===== src/source/sdram_pkg.sv =====
/* SDRAM subsystem shared types
   Address, data and command encodings plus the controller state set */
package sdram_pkg;

	typedef logic [21:0] mem_addr_t;   // Bank 21:20, row 19:8, column 7:1, lane 0
	typedef logic [15:0] mem_word_t;   // One SDRAM data word
	typedef logic [7:0]  mem_byte_t;   // CPU data byte
	typedef logic [11:0] sdram_row_t;  // SDRAM address bus value
	typedef logic [2:0]  sdram_cmd_t;  // {ras_n, cas_n, we_n}

	localparam sdram_cmd_t cmd_nop       = 3'b111;
	localparam sdram_cmd_t cmd_activate  = 3'b011;
	localparam sdram_cmd_t cmd_read      = 3'b101;
	localparam sdram_cmd_t cmd_write     = 3'b100;
	localparam sdram_cmd_t cmd_refresh   = 3'b001;
	localparam sdram_cmd_t cmd_load_mode = 3'b000;

	// CL 2, burst length 1, single-location writes
	localparam sdram_row_t mode_word = 12'b0010_0010_0000;

	typedef enum logic [3:0] {
		st_reset0, st_reset1, st_idle,
		st_ras0, st_ras1,
		st_read0, st_read1, st_read2, st_readv,
		st_write0, st_write1, st_write2,
		st_refresh0, st_refresh1
	} ctrl_state_t;

endpackage


===== src/source/video_fetch.sv =====
/* Video line fetcher
   Reads a run of word pairs from the line base and hands each pair to the display */
`timescale 1ns/1ps

module video_fetch
	import sdram_pkg::*;
#(
	parameter int VID_PAIRS = 4
) (
	input  logic      clk,
	input  logic      reset,
	input  logic      line_start,
	input  mem_addr_t line_base,
	output logic      vid_req,
	output mem_addr_t vid_addr,
	input  mem_word_t vid_data0,
	input  mem_word_t vid_data1,
	input  logic      vid_done,
	output logic      pix_valid,
	output mem_word_t pix_word0,
	output mem_word_t pix_word1,
	output logic      line_busy
);

	localparam int CW = $clog2(VID_PAIRS + 1);

	logic [CW-1:0] pairs_left;

	always_ff @(posedge clk) begin
		if (reset) begin
			vid_req    <= 1'b0;
			pix_valid  <= 1'b0;
			line_busy  <= 1'b0;
			pairs_left <= '0;
		end else begin
			pix_valid <= vid_done;
			if (line_start && !line_busy) begin  // Pulses while busy are dropped
				line_busy  <= 1'b1;
				vid_req    <= 1'b1;
				pairs_left <= CW'(VID_PAIRS);
			end else if (vid_done) begin
				vid_req    <= 1'b0;
				pairs_left <= pairs_left - 1'b1;
			end else if (pix_valid) begin
				if (pairs_left != '0)
					vid_req <= 1'b1;  // Next pair
				else
					line_busy <= 1'b0;
			end
		end
	end

	always_ff @(posedge clk) begin
		if (line_start && !line_busy)
			vid_addr <= {line_base[21:2], 2'b00};  // Pair aligned
		else if (vid_done)
			vid_addr <= vid_addr + mem_addr_t'(4);
		if (vid_done) begin
			pix_word0 <= vid_data0;
			pix_word1 <= vid_data1;
		end
	end

endmodule


===== config.mk =====
export PLATFORM = sky130hd
export DESIGN_NAME = video_fetch
export DESIGN_NICKNAME = d
export VERILOG_FILES = /design/src/source/sdram_pkg.sv /design/src/source/video_fetch.sv
export SDC_FILE = /design/constraint.sdc
export NUM_CORES = 1
export LEC_CHECK = 0
export BUFFER_PORTS_ARGS = -buffer_cell sky130_fd_sc_hd__buf_2
export CAP_MARGIN = 20
export CORE_MARGIN = 4
export CORE_UTILIZATION = 25
export CTS_CLUSTER_SIZE = 25
export DETAILED_ROUTE_END_ITERATION = 10
export HOLD_SLACK_MARGIN = 0.02
export PLACE_DENSITY = 0.49
export SYNTH_ARGS = -nofsm -noshare
export SYNTH_HDL_FRONTEND = slang
export SYNTH_SLANG_ARGS = --single-unit

===== constraint.sdc =====
create_clock -name clk -period 2.8 [get_ports clk]
set_clock_uncertainty 0.2 [all_clocks]
set_input_delay 0.28 -clock clk [delete_from_list [all_inputs] [get_ports clk]]
set_output_delay 0.28 -clock clk [all_outputs]
set_load 0.01 [all_outputs]

==> metrics list <==
* Die Span X: around 110 um
- In this run the tightest slew margin relative to its limit is 56.7%.
* Most frequent cells after synthesis: edfxtp_1 (52), nand2_1 (26), o21ai_0 (16)
- Setup violations remaining at the end of the flow were counted as 0.
- Classification of the worst-slack hold path: input pin to flop
- CP Launch Type: flop
- Top-count cell post-synth: edfxtp_1
- Count of synthesis-stage warnings from yosys: 0
- The number of global-route vias before repair is 2042.
- Diodes inserted: 0
- The clock passes through at most 2 buffers.
* Top FF cell, synth: edfxtp_1
- Power per unit of standard cell area: 612 nW/um^2
- After the last flow step, the layout net total stands at about 410.
- Summed instance area of the synthesized netlist: around 2400 sq um
- After detailed routing, the number of vias per cell comes to between 4 and 5.
* Vias: 2016
* CTS H-tree depth: 3
- The count of nets left with antenna violations once routing finished came out at 0.
- For the pin with the worst max-slew slack, the measured transition is 0.645 ns.
- Timing would allow up to around 430 MHz.
- Clock network latency to the later pin of the worst-skew pair: 0.33 ns
* Routability cong.: 0.704
* Largest cells by area after synthesis: edfxtp_1 (64%), xnor2_1 (5.0%), dfxtp_1 (4.9%)
- Antenna violations before repair: 0
- I/O pin count: 115
- Yosys reg bits: 58
* WP data arrival: around 2.3 ns
- Wire length of the first global-routing pass: 10.5 mm
- Summing all multi-input logic gate instances after layout gives approximately 700 sq um.
* CP max FO: 8
- Gates resized during post-CTS repair numbered 0.
- Detail Placement HPWL: 4.59 mm
* Worst vdd rail ir drop: 0.199 mV
- Leakage power summed over all cells: 1.52 nW
* DR pass1 iterations: 4
- Clock tree synthesis selected as its root buffer the cell clkbuf_8.
* Share of final-layout standard cells stronger than drive strength 1: 38.0%
- Summed over all layers, the routed wires come to 6.78 mm.
- Compared with the post-synthesis result, the final layout area differs by 54.7%.
- In the routed design, unresolved DRC markers number 0.
- Entering global routing, the biggest net connects 37 pins.
- The floorplan step set the die height to 107 um.
* Clock Sinks: 58
- Summed over all failing endpoints, the final setup total negative slack is 0 ns.
- Cell total after placement: 424
- Clock-pin transition on the worst setup and hold timing paths: 0.07 ns
- Sum of internal, switching and leakage power: 2.30 mW
- Endpoint required time on the critical path: 2.77 ns
- After filler insertion, the fill cell instance count of the layout stands at 960.
- Post-CTS setup buffer count: 0
- Once the floorplan was initialized, standard cells occupied 26.0% of the core.
* Synth area leader: edfxtp_1
- Final number of max-transition violations: 0
* Final standard cell count with taps included and fillers excluded: 482
* Total number of placement rows: 35
- Number of cells produced by synthesis: 188
* Count of distinct cell types in the synthesized netlist: 31
- For this run, the total global-route usage over all layers was measured as 11.9%.
* Avg Synthesized Cell Area: roughly 13 sq um
- Total grt overflow: 0
- STA classifies the critical path endpoint as a flop.
- Clock tree from TritonCTS: yes
- The detailed router finished its first iteration with 76 violations.
* Die Outline Area: 11400 sq um
- In the final routed layout, each cell accounts on average for 14.1 um.
* Fraction of the yosys area taken by sequential cells: 69.1%
- The run finished with clean final reports.
* Fin. Hold Viols: 0
* Unrepaired setup endpoints after global routing: no
- Top-area cell type share of the netlist area: approximately 64%
- Counting the buffers created by CTS gives 9.
- IO Port Bufs: 110
* Time the final worst path needs with I/O delays and setup: 2.31 ns
* Critical path class: flop to flop
- In the synthesized netlist the async set-or-reset flop fraction comes to 0%.
* Flip-flop and latch area: between 1500 and 2000 sq um
* Core Area: 9370 sq um
* Ratio of final minimum period to clock period: 82.5%
- Yosys mapped a number of flops with a built-in enable equal to 52.
- The tool flagged a number of max-cap violations equal to 0.
power by group:
| group | switching [mW] | total [mW] | internal, mW | leakage [nW] |
|---|---|---|---|---|
| registers | 0.0750 | 1.13 | 1.06 | 0.567 |
| logic | 0.194 | 0.382 | 0.188 | 0.850 |
| clock network | 0.334 | 0.792 | 0.458 | 0.103 |
| total | 0.603 | 2.30 | 1.70 | 1.52 |
layout by cell type (no fill, tap or decap), types with 2 or more instances in the layout:
cell type      instances
nand3_2                2
clkbuf_1               2
a21oi_1                4
xnor2_1               14
o21ai_0               16
nor3_1                 4
ha_1                   3
inv_1                  6
nand4_1                4
dlygate4sd3_1         42
a31oi_1                2
nand2_1               26
dfxtp_1                6
buf_2                110
nor2_1                11
clkbuf_8              11
nand3_1                5
xor2_1                 2
conb_1                 2
nor2b_1                2
nor4_1                 6
nand2b_1               3
buf_4                  4
clkinv_2               2
edfxtp_1              52
per-stage QoR:
step / util (%) / hold slack (ns) / instance area [sq um] / setup WS (ns)
after detailed placement: 33.5 / 0.259 / 3140 / 0.502
after global routing: 40.1 / 0.0295 / 3760 / 0.347
after floorplan: - / 0.149 / 2440 / 0.627
after global placement: 33.5 / 0.257 / 3140 / 0.515
after CTS: 40.1 / 0.0218 / 3760 / 0.457
final: 40.1 / 0.0343 / 3760 / 0.491
state kept, by name (all words and copies together), names as in the netlist:
register and flops:
vid_addr 20, pix_word0 16, pix_word1 16, pairs_left 3
line_busy 1, pix_valid 1, vid_req 1
path summary, 6_finish.rpt:
kind	cells past startpoint	slack [ns]	startpoint	end
hold reg to reg	2	0.30	pairs_left[1]$_SDFFE_PP0P_	pairs_left[1]$_SDFFE_PP0P_
setup reg to reg	5	0.49	vid_addr[2]$_DFFE_PP_	vid_addr[20]$_DFFE_PP_
setup / recovery	5	0.49	vid_addr[2]$_DFFE_PP_	vid_addr[20]$_DFFE_PP_
hold / removal	3	0.03	line_base[7]	vid_addr[7]$_DFFE_PP_
area by class of cell:
| cell class | instances | area share [%] |
|---|---|---|
| clock buffers | 13 | 4.22 |
| flip-flops and latches | 58 | 44.7 |
| repair buffers | 156 | 26.6 |
| multi-input cells | 117 | 18.5 |
| clock inverters | 3 | 1.06 |
| inverters | 6 | 0.599 |
| well taps | 129 | 4.29 |
timing repair:
item / in CTS / in global routing
setup endpoints to repair: 0 / 0
endpoints found under the hold margin: 47 / 0
hold buffers: 42 / 0
routing by layer:
metal | vias to the layer above | share of wire [%] | GRT usage [%]
met3 | 10 | 10 | 4.33
met4 | 0 | 1.3 | 4.11
met1 | 913 | 47 | 15.6
li1 | 995 | - | -
met2 | 98 | 42 | 18.3
met5 | - | 0 | 0
logic make-up (layout without fill, tap and decap cells):
logic type               after synthesis  after routing  share of synthesized area (%)
AO/OA/AOI/OAI                         26             26                           5.97
flip-flops                            58             58                           69.1
XOR/XNOR                              16             16                           5.76
adder cells (fa/ha/maj)                3              3                           1.54
multiplexers                           1              1                          0.412
buffers and inverters                 14            178                           2.47
AND/OR/NAND/NOR                       69             69                           14.6
other                                  1              2                          0.154
critical path, stage by stage, from the launching register on:
cell	delay [ns]
edfxtp_1	0.41
ha_1	0.22
nand3_2	0.21
or3_1	0.42
or4_1	0.50
a31oi_1	0.18
(Power assumes the default switching activity.)
