===== config.mk =====
export PLATFORM = sky130hd
export DESIGN_NAME = cpu_apb_port
export DESIGN_NICKNAME = d
export VERILOG_FILES = /design/src/source/sdram_pkg.sv /design/src/source/cpu_apb_port.sv
export SDC_FILE = /design/constraint.sdc
export NUM_CORES = 1
export LEC_CHECK = 0
export ABC_AREA = 1
export BUFFER_PORTS_ARGS = -buffer_cell sky130_fd_sc_hd__buf_2
export CAP_MARGIN = 20
export CORE_MARGIN = 5
export CORE_UTILIZATION = 42
export CTS_BUF_LIST = sky130_fd_sc_hd__clkbuf_4
export CTS_CLUSTER_SIZE = 8
export DETAILED_ROUTE_END_ITERATION = 7
export MAX_ROUTING_LAYER = met4
export PLACE_DENSITY = 0.85
export SYNTH_ARGS = -nofsm -noshare
export SYNTH_HDL_FRONTEND = slang
export SYNTH_SLANG_ARGS = --single-unit

===== constraint.sdc =====
create_clock -name clk -period 1.8 [get_ports clk]
set_input_delay 0.36 -clock clk [delete_from_list [all_inputs] [get_ports clk]]
set_output_delay 0.36 -clock clk [all_outputs]
set_load 0.02 [all_outputs]

===== src/source/sdram_pkg.sv =====
/* SDRAM subsystem shared types
   Address, data and command encodings plus the controller state set */
package sdram_pkg;

	typedef logic [21:0] mem_addr_t;   // Bank 21:20, row 19:8, column 7:1, lane 0
	typedef logic [15:0] mem_word_t;   // One SDRAM data word
	typedef logic [7:0]  mem_byte_t;   // CPU data byte
	typedef logic [11:0] sdram_row_t;  // SDRAM address bus value
	typedef logic [2:0]  sdram_cmd_t;  // {ras_n, cas_n, we_n}

	localparam sdram_cmd_t cmd_nop       = 3'b111;
	localparam sdram_cmd_t cmd_activate  = 3'b011;
	localparam sdram_cmd_t cmd_read      = 3'b101;
	localparam sdram_cmd_t cmd_write     = 3'b100;
	localparam sdram_cmd_t cmd_refresh   = 3'b001;
	localparam sdram_cmd_t cmd_load_mode = 3'b000;

	// CL 2, burst length 1, single-location writes
	localparam sdram_row_t mode_word = 12'b0010_0010_0000;

	typedef enum logic [3:0] {
		st_reset0, st_reset1, st_idle,
		st_ras0, st_ras1,
		st_read0, st_read1, st_read2, st_readv,
		st_write0, st_write1, st_write2,
		st_refresh0, st_refresh1
	} ctrl_state_t;

endpackage


===== src/source/cpu_apb_port.sv =====
/* CPU APB slave port
   Turns one APB byte transfer into a single SDRAM controller request */
`timescale 1ns/1ps

module cpu_apb_port
	import sdram_pkg::*;
(
	input  logic      clk,
	input  logic      reset,
	input  logic      psel,
	input  logic      penable,
	input  logic      pwrite,
	input  mem_addr_t paddr,
	input  mem_byte_t pwdata,
	output mem_byte_t prdata,
	output logic      pready,
	output logic      cpu_req,
	output logic      cpu_write,
	output mem_addr_t cpu_addr,
	output mem_byte_t cpu_wdata,
	input  mem_byte_t cpu_rdata,
	input  logic      cpu_done
);

	typedef enum logic [1:0] {
		apb_idle,
		apb_wait,
		apb_respond
	} apb_state_t;

	apb_state_t state;

	always_ff @(posedge clk) begin
		if (reset) begin
			state <= apb_idle;
		end else begin
			case (state)
				apb_idle:    if (psel && !penable) state <= apb_wait;  // Setup phase
				apb_wait:    if (cpu_done) state <= apb_respond;
				apb_respond: state <= apb_idle;                        // One ready cycle
				default:     state <= apb_idle;
			endcase
		end
	end

	always_ff @(posedge clk) begin
		if (state == apb_idle && psel && !penable) begin
			cpu_addr  <= paddr;
			cpu_write <= pwrite;
			cpu_wdata <= pwdata;
		end
		if (state == apb_wait && cpu_done && !cpu_write)
			prdata <= cpu_rdata;  // Hold read byte for the ready cycle
	end

	// Level request that drops the cycle after done
	assign cpu_req = (state == apb_wait);
	assign pready  = (state == apb_respond);

endmodule


==> results.rst, run 1 <==
.. list-table::
   :header-rows: 1

   * - Metric
     - Value
   * - Number of global-route vias before repair
     - between 800 and 900
   * - Worst max-slew margin expressed relative to the limit
     - 0.580
   * - Dominant delay contributor by cell family on the critical path
     - simple AND/OR/NAND/NOR gates
   * - Total nets after synthesis
     - 100
   * - Average via count per standard cell
     - roughly 4.4
   * - Hold violation count in the final report
     - 0
   * - All-layer global routing usage
     - 0.136
   * - Seq. cell area
     - 1210 um^2
   * - Clock root buffer master
     - sky130_fd_sc_hd__clkbuf_4
   * - Placeable core area
     - approximately 3000 um^2
   * - Total iterations of the first detailed-routing run
     - 4
   * - Element type at the critical path end
     - flip-flop
   * - Effective utilization at floorplan
     - 0.427
   * - Total gr overflow
     - 0
   * - DRT Wirelength
     - ~2600 um
   * - Commonest cells after routing, fill and taps aside
     - sky130_fd_sc_hd__buf_2 (84), sky130_fd_sc_hd__edfxtp_1 (39), sky130_fd_sc_hd__clkbuf_4 (6)
   * - Worst path buffer plus inverter count
     - 1
   * - Synth-to-Final Area Change
     - 44.1%
   * - Number of standard cells in the layout, taps in and fillers out
     - about 180
   * - Period minus WS final
     - 1460 ps
   * - Highest cell delay on the worst timing path
     - roughly 490 ps
   * - Critical path fanouts, max
     - 8
   * - Number of hold buffers added after cts
     - 0
   * - Worst Reg-to-Reg Cells
     - 4
   * - Number of setup violations in the final report
     - 0
   * - Diode count
     - 0
   * - Max cap viols
     - 0
   * - Mean Syn Cell Area
     - ~23 um^2
   * - Number of instances in the synthesized netlist
     - 56
   * - Number of placement rows
     - 20
   * - Die Y-Extent
     - about 65 um
   * - Post-CTS setup buffer count
     - 0
   * - Number of register bits inferred by synthesis
     - slightly above 40
   * - Area of the die
     - around 4200 um^2
   * - Setup repair after global routing missed its margin
     - false
   * - Clock tree from TritonCTS
     - yes
   * - Via count of the routed design
     - approximately 800
   * - Clock Tree Buf Depth
     - 2
   * - Worst-Skew Late Latency
     - between 300 and 400 ps
   * - Worst-path cell with the longest stage delay
     - sky130_fd_sc_hd__nor2_1
   * - Number of antenna violations at the first check in global routing
     - 0
   * - Run status
     - finished, final reports clean
   * - Net count, final
     - around 190
   * - Required time at the endpoint of the critical path
     - ~1800 ps
   * - Crit path depth
     - 4
   * - Count of yosys warnings during synthesis
     - 0
   * - Placement Cell Area
     - about 1800 um^2
   * - Leading cell type in the layout, fill and taps excluded
     - sky130_fd_sc_hd__buf_2
   * - Number of nets with antenna violations after routing
     - 0
   * - Share of final-layout standard cells stronger than drive strength 1
     - 0.631
   * - Sink count of the clock tree
     - just over 40
   * - Largest net degree at the start of global routing
     - 32
   * - Clock-pin slew on the worst setup and hold paths
     - around 100 ps
   * - Area used by multi-input combinational logic
     - around 43 um^2
   * - Cell Pwr Density
     - ~990 nW/um^2
   * - DRT iter0 DRCs
     - 36
   * - Number of slew-limit violations in the final report
     - 0
   * - Sum Neg Setup Slack
     - 0 ps
   * - Setup Crit Path Kind
     - flip-flop to flip-flop
   * - Cell area after layout
     - between 1500 and 2000 um^2
   * - Seq/Total Area, Yosys
     - 0.952
   * - Cell Chain, Critical Path
     - inv_2, nor2_2, nand2_1, nor2_1
   * - Total CTS buffers
     - 5
   * - Boundary pin count
     - 85
   * - Quantity of gates resized following cts
     - 0
   * - Filler Cell Count
     - roughly 220
   * - Slew @ Worst Pin
     - roughly 630 ps
   * - Static leakage
     - between 0.8 and 0.9 nW
   * - Data arrival time of the critical path
     - 1420 ps
   * - Highest clock frequency the design can meet
     - slightly below 700 MHz
   * - Post-Syn Area
     - between 1000 and 1500 um^2
   * - Worst Setup Start Kind
     - flip-flop
   * - DR WL/cell
     - ~15 um
   * - Htree depth
     - 2
   * - Post-route clock skew
     - between 5 and 6 ps
   * - Hold-critical path depth
     - 2
   * - Worst Hold Class
     - input pin to flip-flop
   * - Maximum vdd ir drop
     - about 0.56 mV
   * - Number of placed cells counting well taps
     - 174
   * - Count of buffers from port buffering
     - 84
   * - Final period utilization
     - 0.809
   * - Placer Congestion
     - 0.702
   * - Die span in x
     - ~65 um
   * - Residual DRC
     - 0
   * - Number of distinct library cells after synthesis
     - 9
   * - Global-route wire length before repair
     - around 4000 um
[logic make-up after synthesis]
kind of cell | after synthesis | share of synthesized area
simple gates | 9 | 0.0295
compound gates | 1 | 0.00393
buf+inv | 5 | 0.0147
flops | 41 | 0.952
[routing by layer]
layer / wire (um) / vias to the layer above / global-route usage
li1: - / 391 / -
met1: 812 / 361 / 0.121
met2: 1620 / 35 / 0.254
met3: 167 / 6 / 0.0364
met4: 46 / 0 / 0.0777
met5: 0 / - / -
[synth_stat cells (all sizes together)]
cell | instances | area [um^2]
edfxtp | 39 | 1170
nor2 | 6 | 25.0
inv | 5 | 18.8
dfxtp | 2 | 40.0
nand2 | 2 | 7.51
a21oi | 1 | 5.00
nand3 | 1 | 5.00
[path summary, 6_finish.rpt]
path	start	to	slack, ps
max	state[0]	prdata[1]	340
min reg2reg	state[0]	state[0]	530
max reg2reg	state[0]	prdata[1]	340
min	reset	state[0]	190
[registers in the layout (all words and copies together) (netlist names)]
signal,cells
cpu_addr,22
cpu_wdata,8
cpu_write,1
prdata,8
state,2
[through the flow]
step	total power, mW	setup WS, ps	hold WS [ps]	util
final	1.81	343	195	0.616
after global routing	1.90	228	144	0.616
after CTS	1.83	322	175	0.616
after detailed placement	1.27	362	522	0.589
after global placement	1.27	466	505	0.589
after floorplan	1.18	279	429	-
[cell type report]
class                   count  area share
inverters                   5      0.0102
repair buffers             85       0.240
well taps                  33      0.0225
multi-input cells          10      0.0232
flip-flops and latches     41       0.661
clock inverters             2      0.0184
clock buffers               6      0.0246
[report_power, final]
part           total (mW)  switching (mW)  internal [mW]
logic               0.151          0.0892         0.0621
registers            1.10         0.00958           1.09
clock network       0.560           0.255          0.304
total                1.81           0.354           1.45
Power figures use the tool's default switching activity.
==> run 2: changes to the inputs <==
--- a/config.mk
+++ b/config.mk
@@ -5,16 +5,16 @@
 export SDC_FILE = /design/constraint.sdc
 export NUM_CORES = 1
 export LEC_CHECK = 0
-export ABC_AREA = 1
+export ABC_AREA = 0
 export BUFFER_PORTS_ARGS = -buffer_cell sky130_fd_sc_hd__buf_2
 export CAP_MARGIN = 20
 export CORE_MARGIN = 5
-export CORE_UTILIZATION = 42
+export CORE_UTILIZATION = 38
 export CTS_BUF_LIST = sky130_fd_sc_hd__clkbuf_4
 export CTS_CLUSTER_SIZE = 8
 export DETAILED_ROUTE_END_ITERATION = 7
 export MAX_ROUTING_LAYER = met4
-export PLACE_DENSITY = 0.85
+export PLACE_DENSITY = 0.82
 export SYNTH_ARGS = -nofsm -noshare
 export SYNTH_HDL_FRONTEND = slang
 export SYNTH_SLANG_ARGS = --single-unit
==> constraint.sdc (replaced) <==
create_clock -name clk -period 1.2 [get_ports clk]
set_input_delay 0.24 -clock clk [delete_from_list [all_inputs] [get_ports clk]]
set_output_delay 0.24 -clock clk [all_outputs]
set_load 0.02 [all_outputs]
==> results.rst, run 2 <==
.. list-table::
   :header-rows: 1

   * - Metric
     - Value
   * - Total nets after synthesis
     - 94 (was 100)
   * - Most frequent cell after synthesis
     - sky130_fd_sc_hd__edfxtp_1 (unchanged)
   * - Clock tree from TritonCTS
     - yes (unchanged)
   * - Number of slew-limit violations in the final report
     - 0 (unchanged)
   * - Number of distinct library cells after synthesis
     - 10 (was 9)
   * - Count of flip-flops with a built-in enable after synthesis
     - 39 (unchanged)
   * - Total CTS buffers
     - 5 (unchanged)
   * - Placer Congestion
     - 0.660 (was 0.702)
   * - Setup Crit Path Kind
     - flip-flop to output port (was flip-flop to flip-flop)
   * - Cell Chain, Critical Path
     - buf_6, and2b_2, buf_6 (was inv_2, nor2_2, nand2_1, nor2_1)
   * - Residual DRC
     - 0 (unchanged)
   * - Placeable core area
     - 3280 um^2 (was 2980 um^2)
   * - Maximum vdd ir drop
     - 0.846 mV (was 0.556 mV)
   * - Die Y-Extent
     - 68.0 um (was 65.0 um)
   * - Global-route wire length before repair
     - 3920 um (was 4010 um)
   * - Commonest cells after routing, fill and taps aside
     - sky130_fd_sc_hd__buf_2 (80), sky130_fd_sc_hd__edfxtp_1 (39), sky130_fd_sc_hd__buf_6 (8) (was sky130_fd_sc_hd__buf_2 (84), sky130_fd_sc_hd__edfxtp_1 (39), sky130_fd_sc_hd__clkbuf_4 (6))
   * - Net count, final
     - 197 (was 192)
   * - Top post-synthesis cells by area
     - sky130_fd_sc_hd__edfxtp_1 (92%), sky130_fd_sc_hd__dfxtp_1 (3.1%), sky130_fd_sc_hd__a211oi_2 (0.98%), sky130_fd_sc_hd__and2b_2 (0.68%), sky130_fd_sc_hd__nor4b_1 (0.68%) (was sky130_fd_sc_hd__edfxtp_1 (92%), sky130_fd_sc_hd__dfxtp_1 (3.1%), sky130_fd_sc_hd__nor2_1 (1.5%), sky130_fd_sc_hd__inv_1 (1.2%), sky130_fd_sc_hd__nand2_1 (0.59%))
   * - Number of global-route vias before repair
     - 904 (was 887)
   * - Number of register bits inferred by synthesis
     - 41 (unchanged)
   * - Number of setup violations in the final report
     - 33 (was 0)
   * - Synth async-reset ratio
     - 0 (unchanged)
   * - Top reg by flops
     - cpu_addr (unchanged)
   * - Total gr overflow
     - 0 (unchanged)
   * - Leading cell type in the layout, fill and taps excluded
     - sky130_fd_sc_hd__buf_2 (unchanged)
   * - Worst setup slack after placement
     - -75.0 ps (was 362 ps)
   * - Critical path fanouts, max
     - 4 (was 8)
   * - Post-Syn Area
     - 1280 um^2 (was 1270 um^2)
   * - Sum Neg Setup Slack
     - -3460 ps (was 0 ps)
   * - Largest registers ranked by flip-flop count
     - cpu_addr x22, cpu_wdata x8, prdata x8 (unchanged)
   * - Count of yosys warnings during synthesis
     - 0 (unchanged)
   * - Max cap viols
     - 0 (unchanged)
   * - Fraction of synthesized cell area taken by the top area cell type
     - 0.916 (was 0.920)
   * - Worst path buffer plus inverter count
     - 2 (was 1)
   * - Static leakage
     - 0.863 nW (was 0.803 nW)
   * - Hold violation count in the final report
     - 0 (unchanged)
   * - Total iterations of the first detailed-routing run
     - 2 (was 4)
   * - Number of placement rows
     - 21 (was 20)
   * - Share of final-layout standard cells stronger than drive strength 1
     - 0.708 (was 0.631)
   * - Cell Pwr Density
     - 1370 nW/um^2 (was 986 nW/um^2)
   * - Data arrival time of the critical path
     - 1110 ps (was 1420 ps)
   * - Slew @ Worst Pin
     - 208 ps (was 627 ps)
   * - Period minus WS final
     - between 1000 and 1500 ps
   * - Seq/Total Area, Yosys
     - 0.947 (was 0.952)
   * - Post-route total power
     - 2.77 mW (was 1.81 mW)
   * - DRT iter0 DRCs
     - 14 (was 36)
   * - Clock Tree Buf Depth
     - 2 (unchanged)
   * - Filler Cell Count
     - 258 (was 223)
   * - Largest net degree at the start of global routing
     - 18 (was 32)
   * - Top cells by instance count after synthesis
     - sky130_fd_sc_hd__edfxtp_1 (39), sky130_fd_sc_hd__dfxtp_1 (2), sky130_fd_sc_hd__nor2_1 (2) (was sky130_fd_sc_hd__edfxtp_1 (39), sky130_fd_sc_hd__nor2_1 (5), sky130_fd_sc_hd__inv_1 (4))
   * - Worst Setup Start Kind
     - flip-flop (unchanged)
   * - Number of nets with antenna violations after routing
     - 0 (unchanged)
   * - Placed wire-length estimate after detailed placement
     - ~2200 um
   * - Max FFs per register
     - 22 (unchanged)
   * - Synth-to-Final Area Change
     - 57.8% (was 44.1%)
   * - Sink count of the clock tree
     - 41 (unchanged)
   * - Clock root buffer master
     - sky130_fd_sc_hd__clkbuf_4 (unchanged)
   * - All-layer global routing usage
     - 0.124 (was 0.136)
   * - Worst-Skew Late Latency
     - 340 ps (was 320 ps)
   * - Clock-pin slew on the worst setup and hold paths
     - 110 ps (was 100 ps)
   * - Cell accounting for the most synthesized area
     - sky130_fd_sc_hd__edfxtp_1 (unchanged)
   * - Post-synth top flop
     - sky130_fd_sc_hd__edfxtp_1 (unchanged)
   * - DRT Wirelength
     - 2760 um (was 2650 um)
   * - Effective utilization at floorplan
     - 0.389 (was 0.427)
   * - Area of the die
     - 4630 um^2 (was 4230 um^2)
   * - Highest cell delay on the worst timing path
     - 350 ps (was 490 ps)
   * - Worst max-slew margin expressed relative to the limit
     - 0.861 (was 0.580)
   * - Post-route clock skew
     - 6.31 ps (was 5.15 ps)
   * - Via count of the routed design
     - 847 (was 793)
   * - Worst Hold Class
     - input pin to flip-flop (unchanged)
   * - Worst setup slack after layout
     - -153 ps (was 343 ps)
   * - Setup repair after global routing missed its margin
     - true (was false)
   * - Required time at the endpoint of the critical path
     - 960 ps (was 1770 ps)
   * - Diode count
     - 0 (unchanged)
   * - Violated checks
     - negative setup slack
   * - Boundary pin count
     - 85 (unchanged)
   * - Worst-path cell with the longest stage delay
     - sky130_fd_sc_hd__dfxtp_2 (was sky130_fd_sc_hd__nor2_1)
   * - Run status
     - finished, violations left (was finished, final reports clean)
   * - Die span in x
     - 68.0 um (was 65.0 um)
   * - Highest clock frequency the design can meet
     - 739 MHz
   * - DR WL/cell
     - 13.8 um (was 14.5 um)
   * - Final period utilization
     - 1.13
   * - Final cell utilization of the core
     - 0.614 (was 0.616)
   * - Htree depth
     - 2 (unchanged)
   * - Element type at the critical path end
     - output port (was flip-flop)
   * - Number of instances in the synthesized netlist
     - 50 (was 56)
   * - Most used cell along the critical path
     - sky130_fd_sc_hd__buf_6
   * - Mean Syn Cell Area
     - 25.6 um^2 (was 22.7 um^2)
   * - Average via count per standard cell
     - 4.24 (was 4.36)
   * - Number of antenna violations at the first check in global routing
     - 0 (unchanged)
   * - Count of buffers from port buffering
     - 84 (unchanged)
   * - Dominant delay contributor by cell family on the critical path
     - flip-flops (was simple AND/OR/NAND/NOR gates)
[run 2: per-layer routing]
layer / GRT usage / part of all wire / vias to the layer above
met5: - / 0 / -
met4: 0.0447 / 0.0094 / 0
met3: 0.0624 / 0.13 / 4
met2: 0.221 / 0.51 / 56
met1: 0.111 / 0.36 / 386
li1: - / - / 401
[run 2: worst paths after layout]
path | cells past startpoint | from | endpoint | slack, ps
min | 2 | reset | state[0] | 60
max | 3 | state[0] | pready | -150
min reg2reg | 2 | state[1] | state[0] | 540
max reg2reg | 4 | state[0] | cpu_wdata[5] | -120
[run 2: cells by family after synthesis]
family           synth area share
flip-flops                  0.947
AO/OA/AOI/OAI             0.00978
AND/OR/NAND/NOR            0.0431
[run 2: worst reg2reg max path, cell delays in order, from the launching register on]
cell and delay, ps:
sky130_fd_sc_hd__dfxtp_2 340, sky130_fd_sc_hd__buf_4 130, sky130_fd_sc_hd__nor4b_4 260, sky130_fd_sc_hd__buf_6 170, sky130_fd_sc_hd__buf_6 140
[run 2: layout make-up]
| class | instances | area, um^2 | area share |
|---|---|---|---|
| Sequential cell | 41 | 1220 | 0.603 |
| Timing Repair Buffer | 96 | 581 | 0.288 |
| Multi-Input combinational cell | 9 | 85.1 | 0.0422 |
| Tap cell | 46 | 57.6 | 0.0285 |
| Clock inverter | 3 | 41.3 | 0.0205 |
| Clock buffer | 5 | 37.5 | 0.0186 |
[run 2: timing repair]
action                                 in CTS  in global routing
resized for setup                           8                 11
endpoints found under the hold margin       0                  0
setup endpoints to repair                  20                 35
hold buffers                                0                  0
gates cloned                                0                  2
setup buffers                               2                  3
[run 2: power breakdown]
group	switching (mW)	internal [mW]
registers	0.0137	1.63
clock network	0.412	0.431
logic	0.144	0.136
total	0.569	2.20
[run 2: stage by stage]
stage	cells	hold WS, ps	cell area [um^2]
floorplan	50	297	1300
global placement	185	414	1810
detailed placement	185	418	1810
CTS	195	49.5	1930
global route	200	26.2	2020
finish	200	63.1	2020
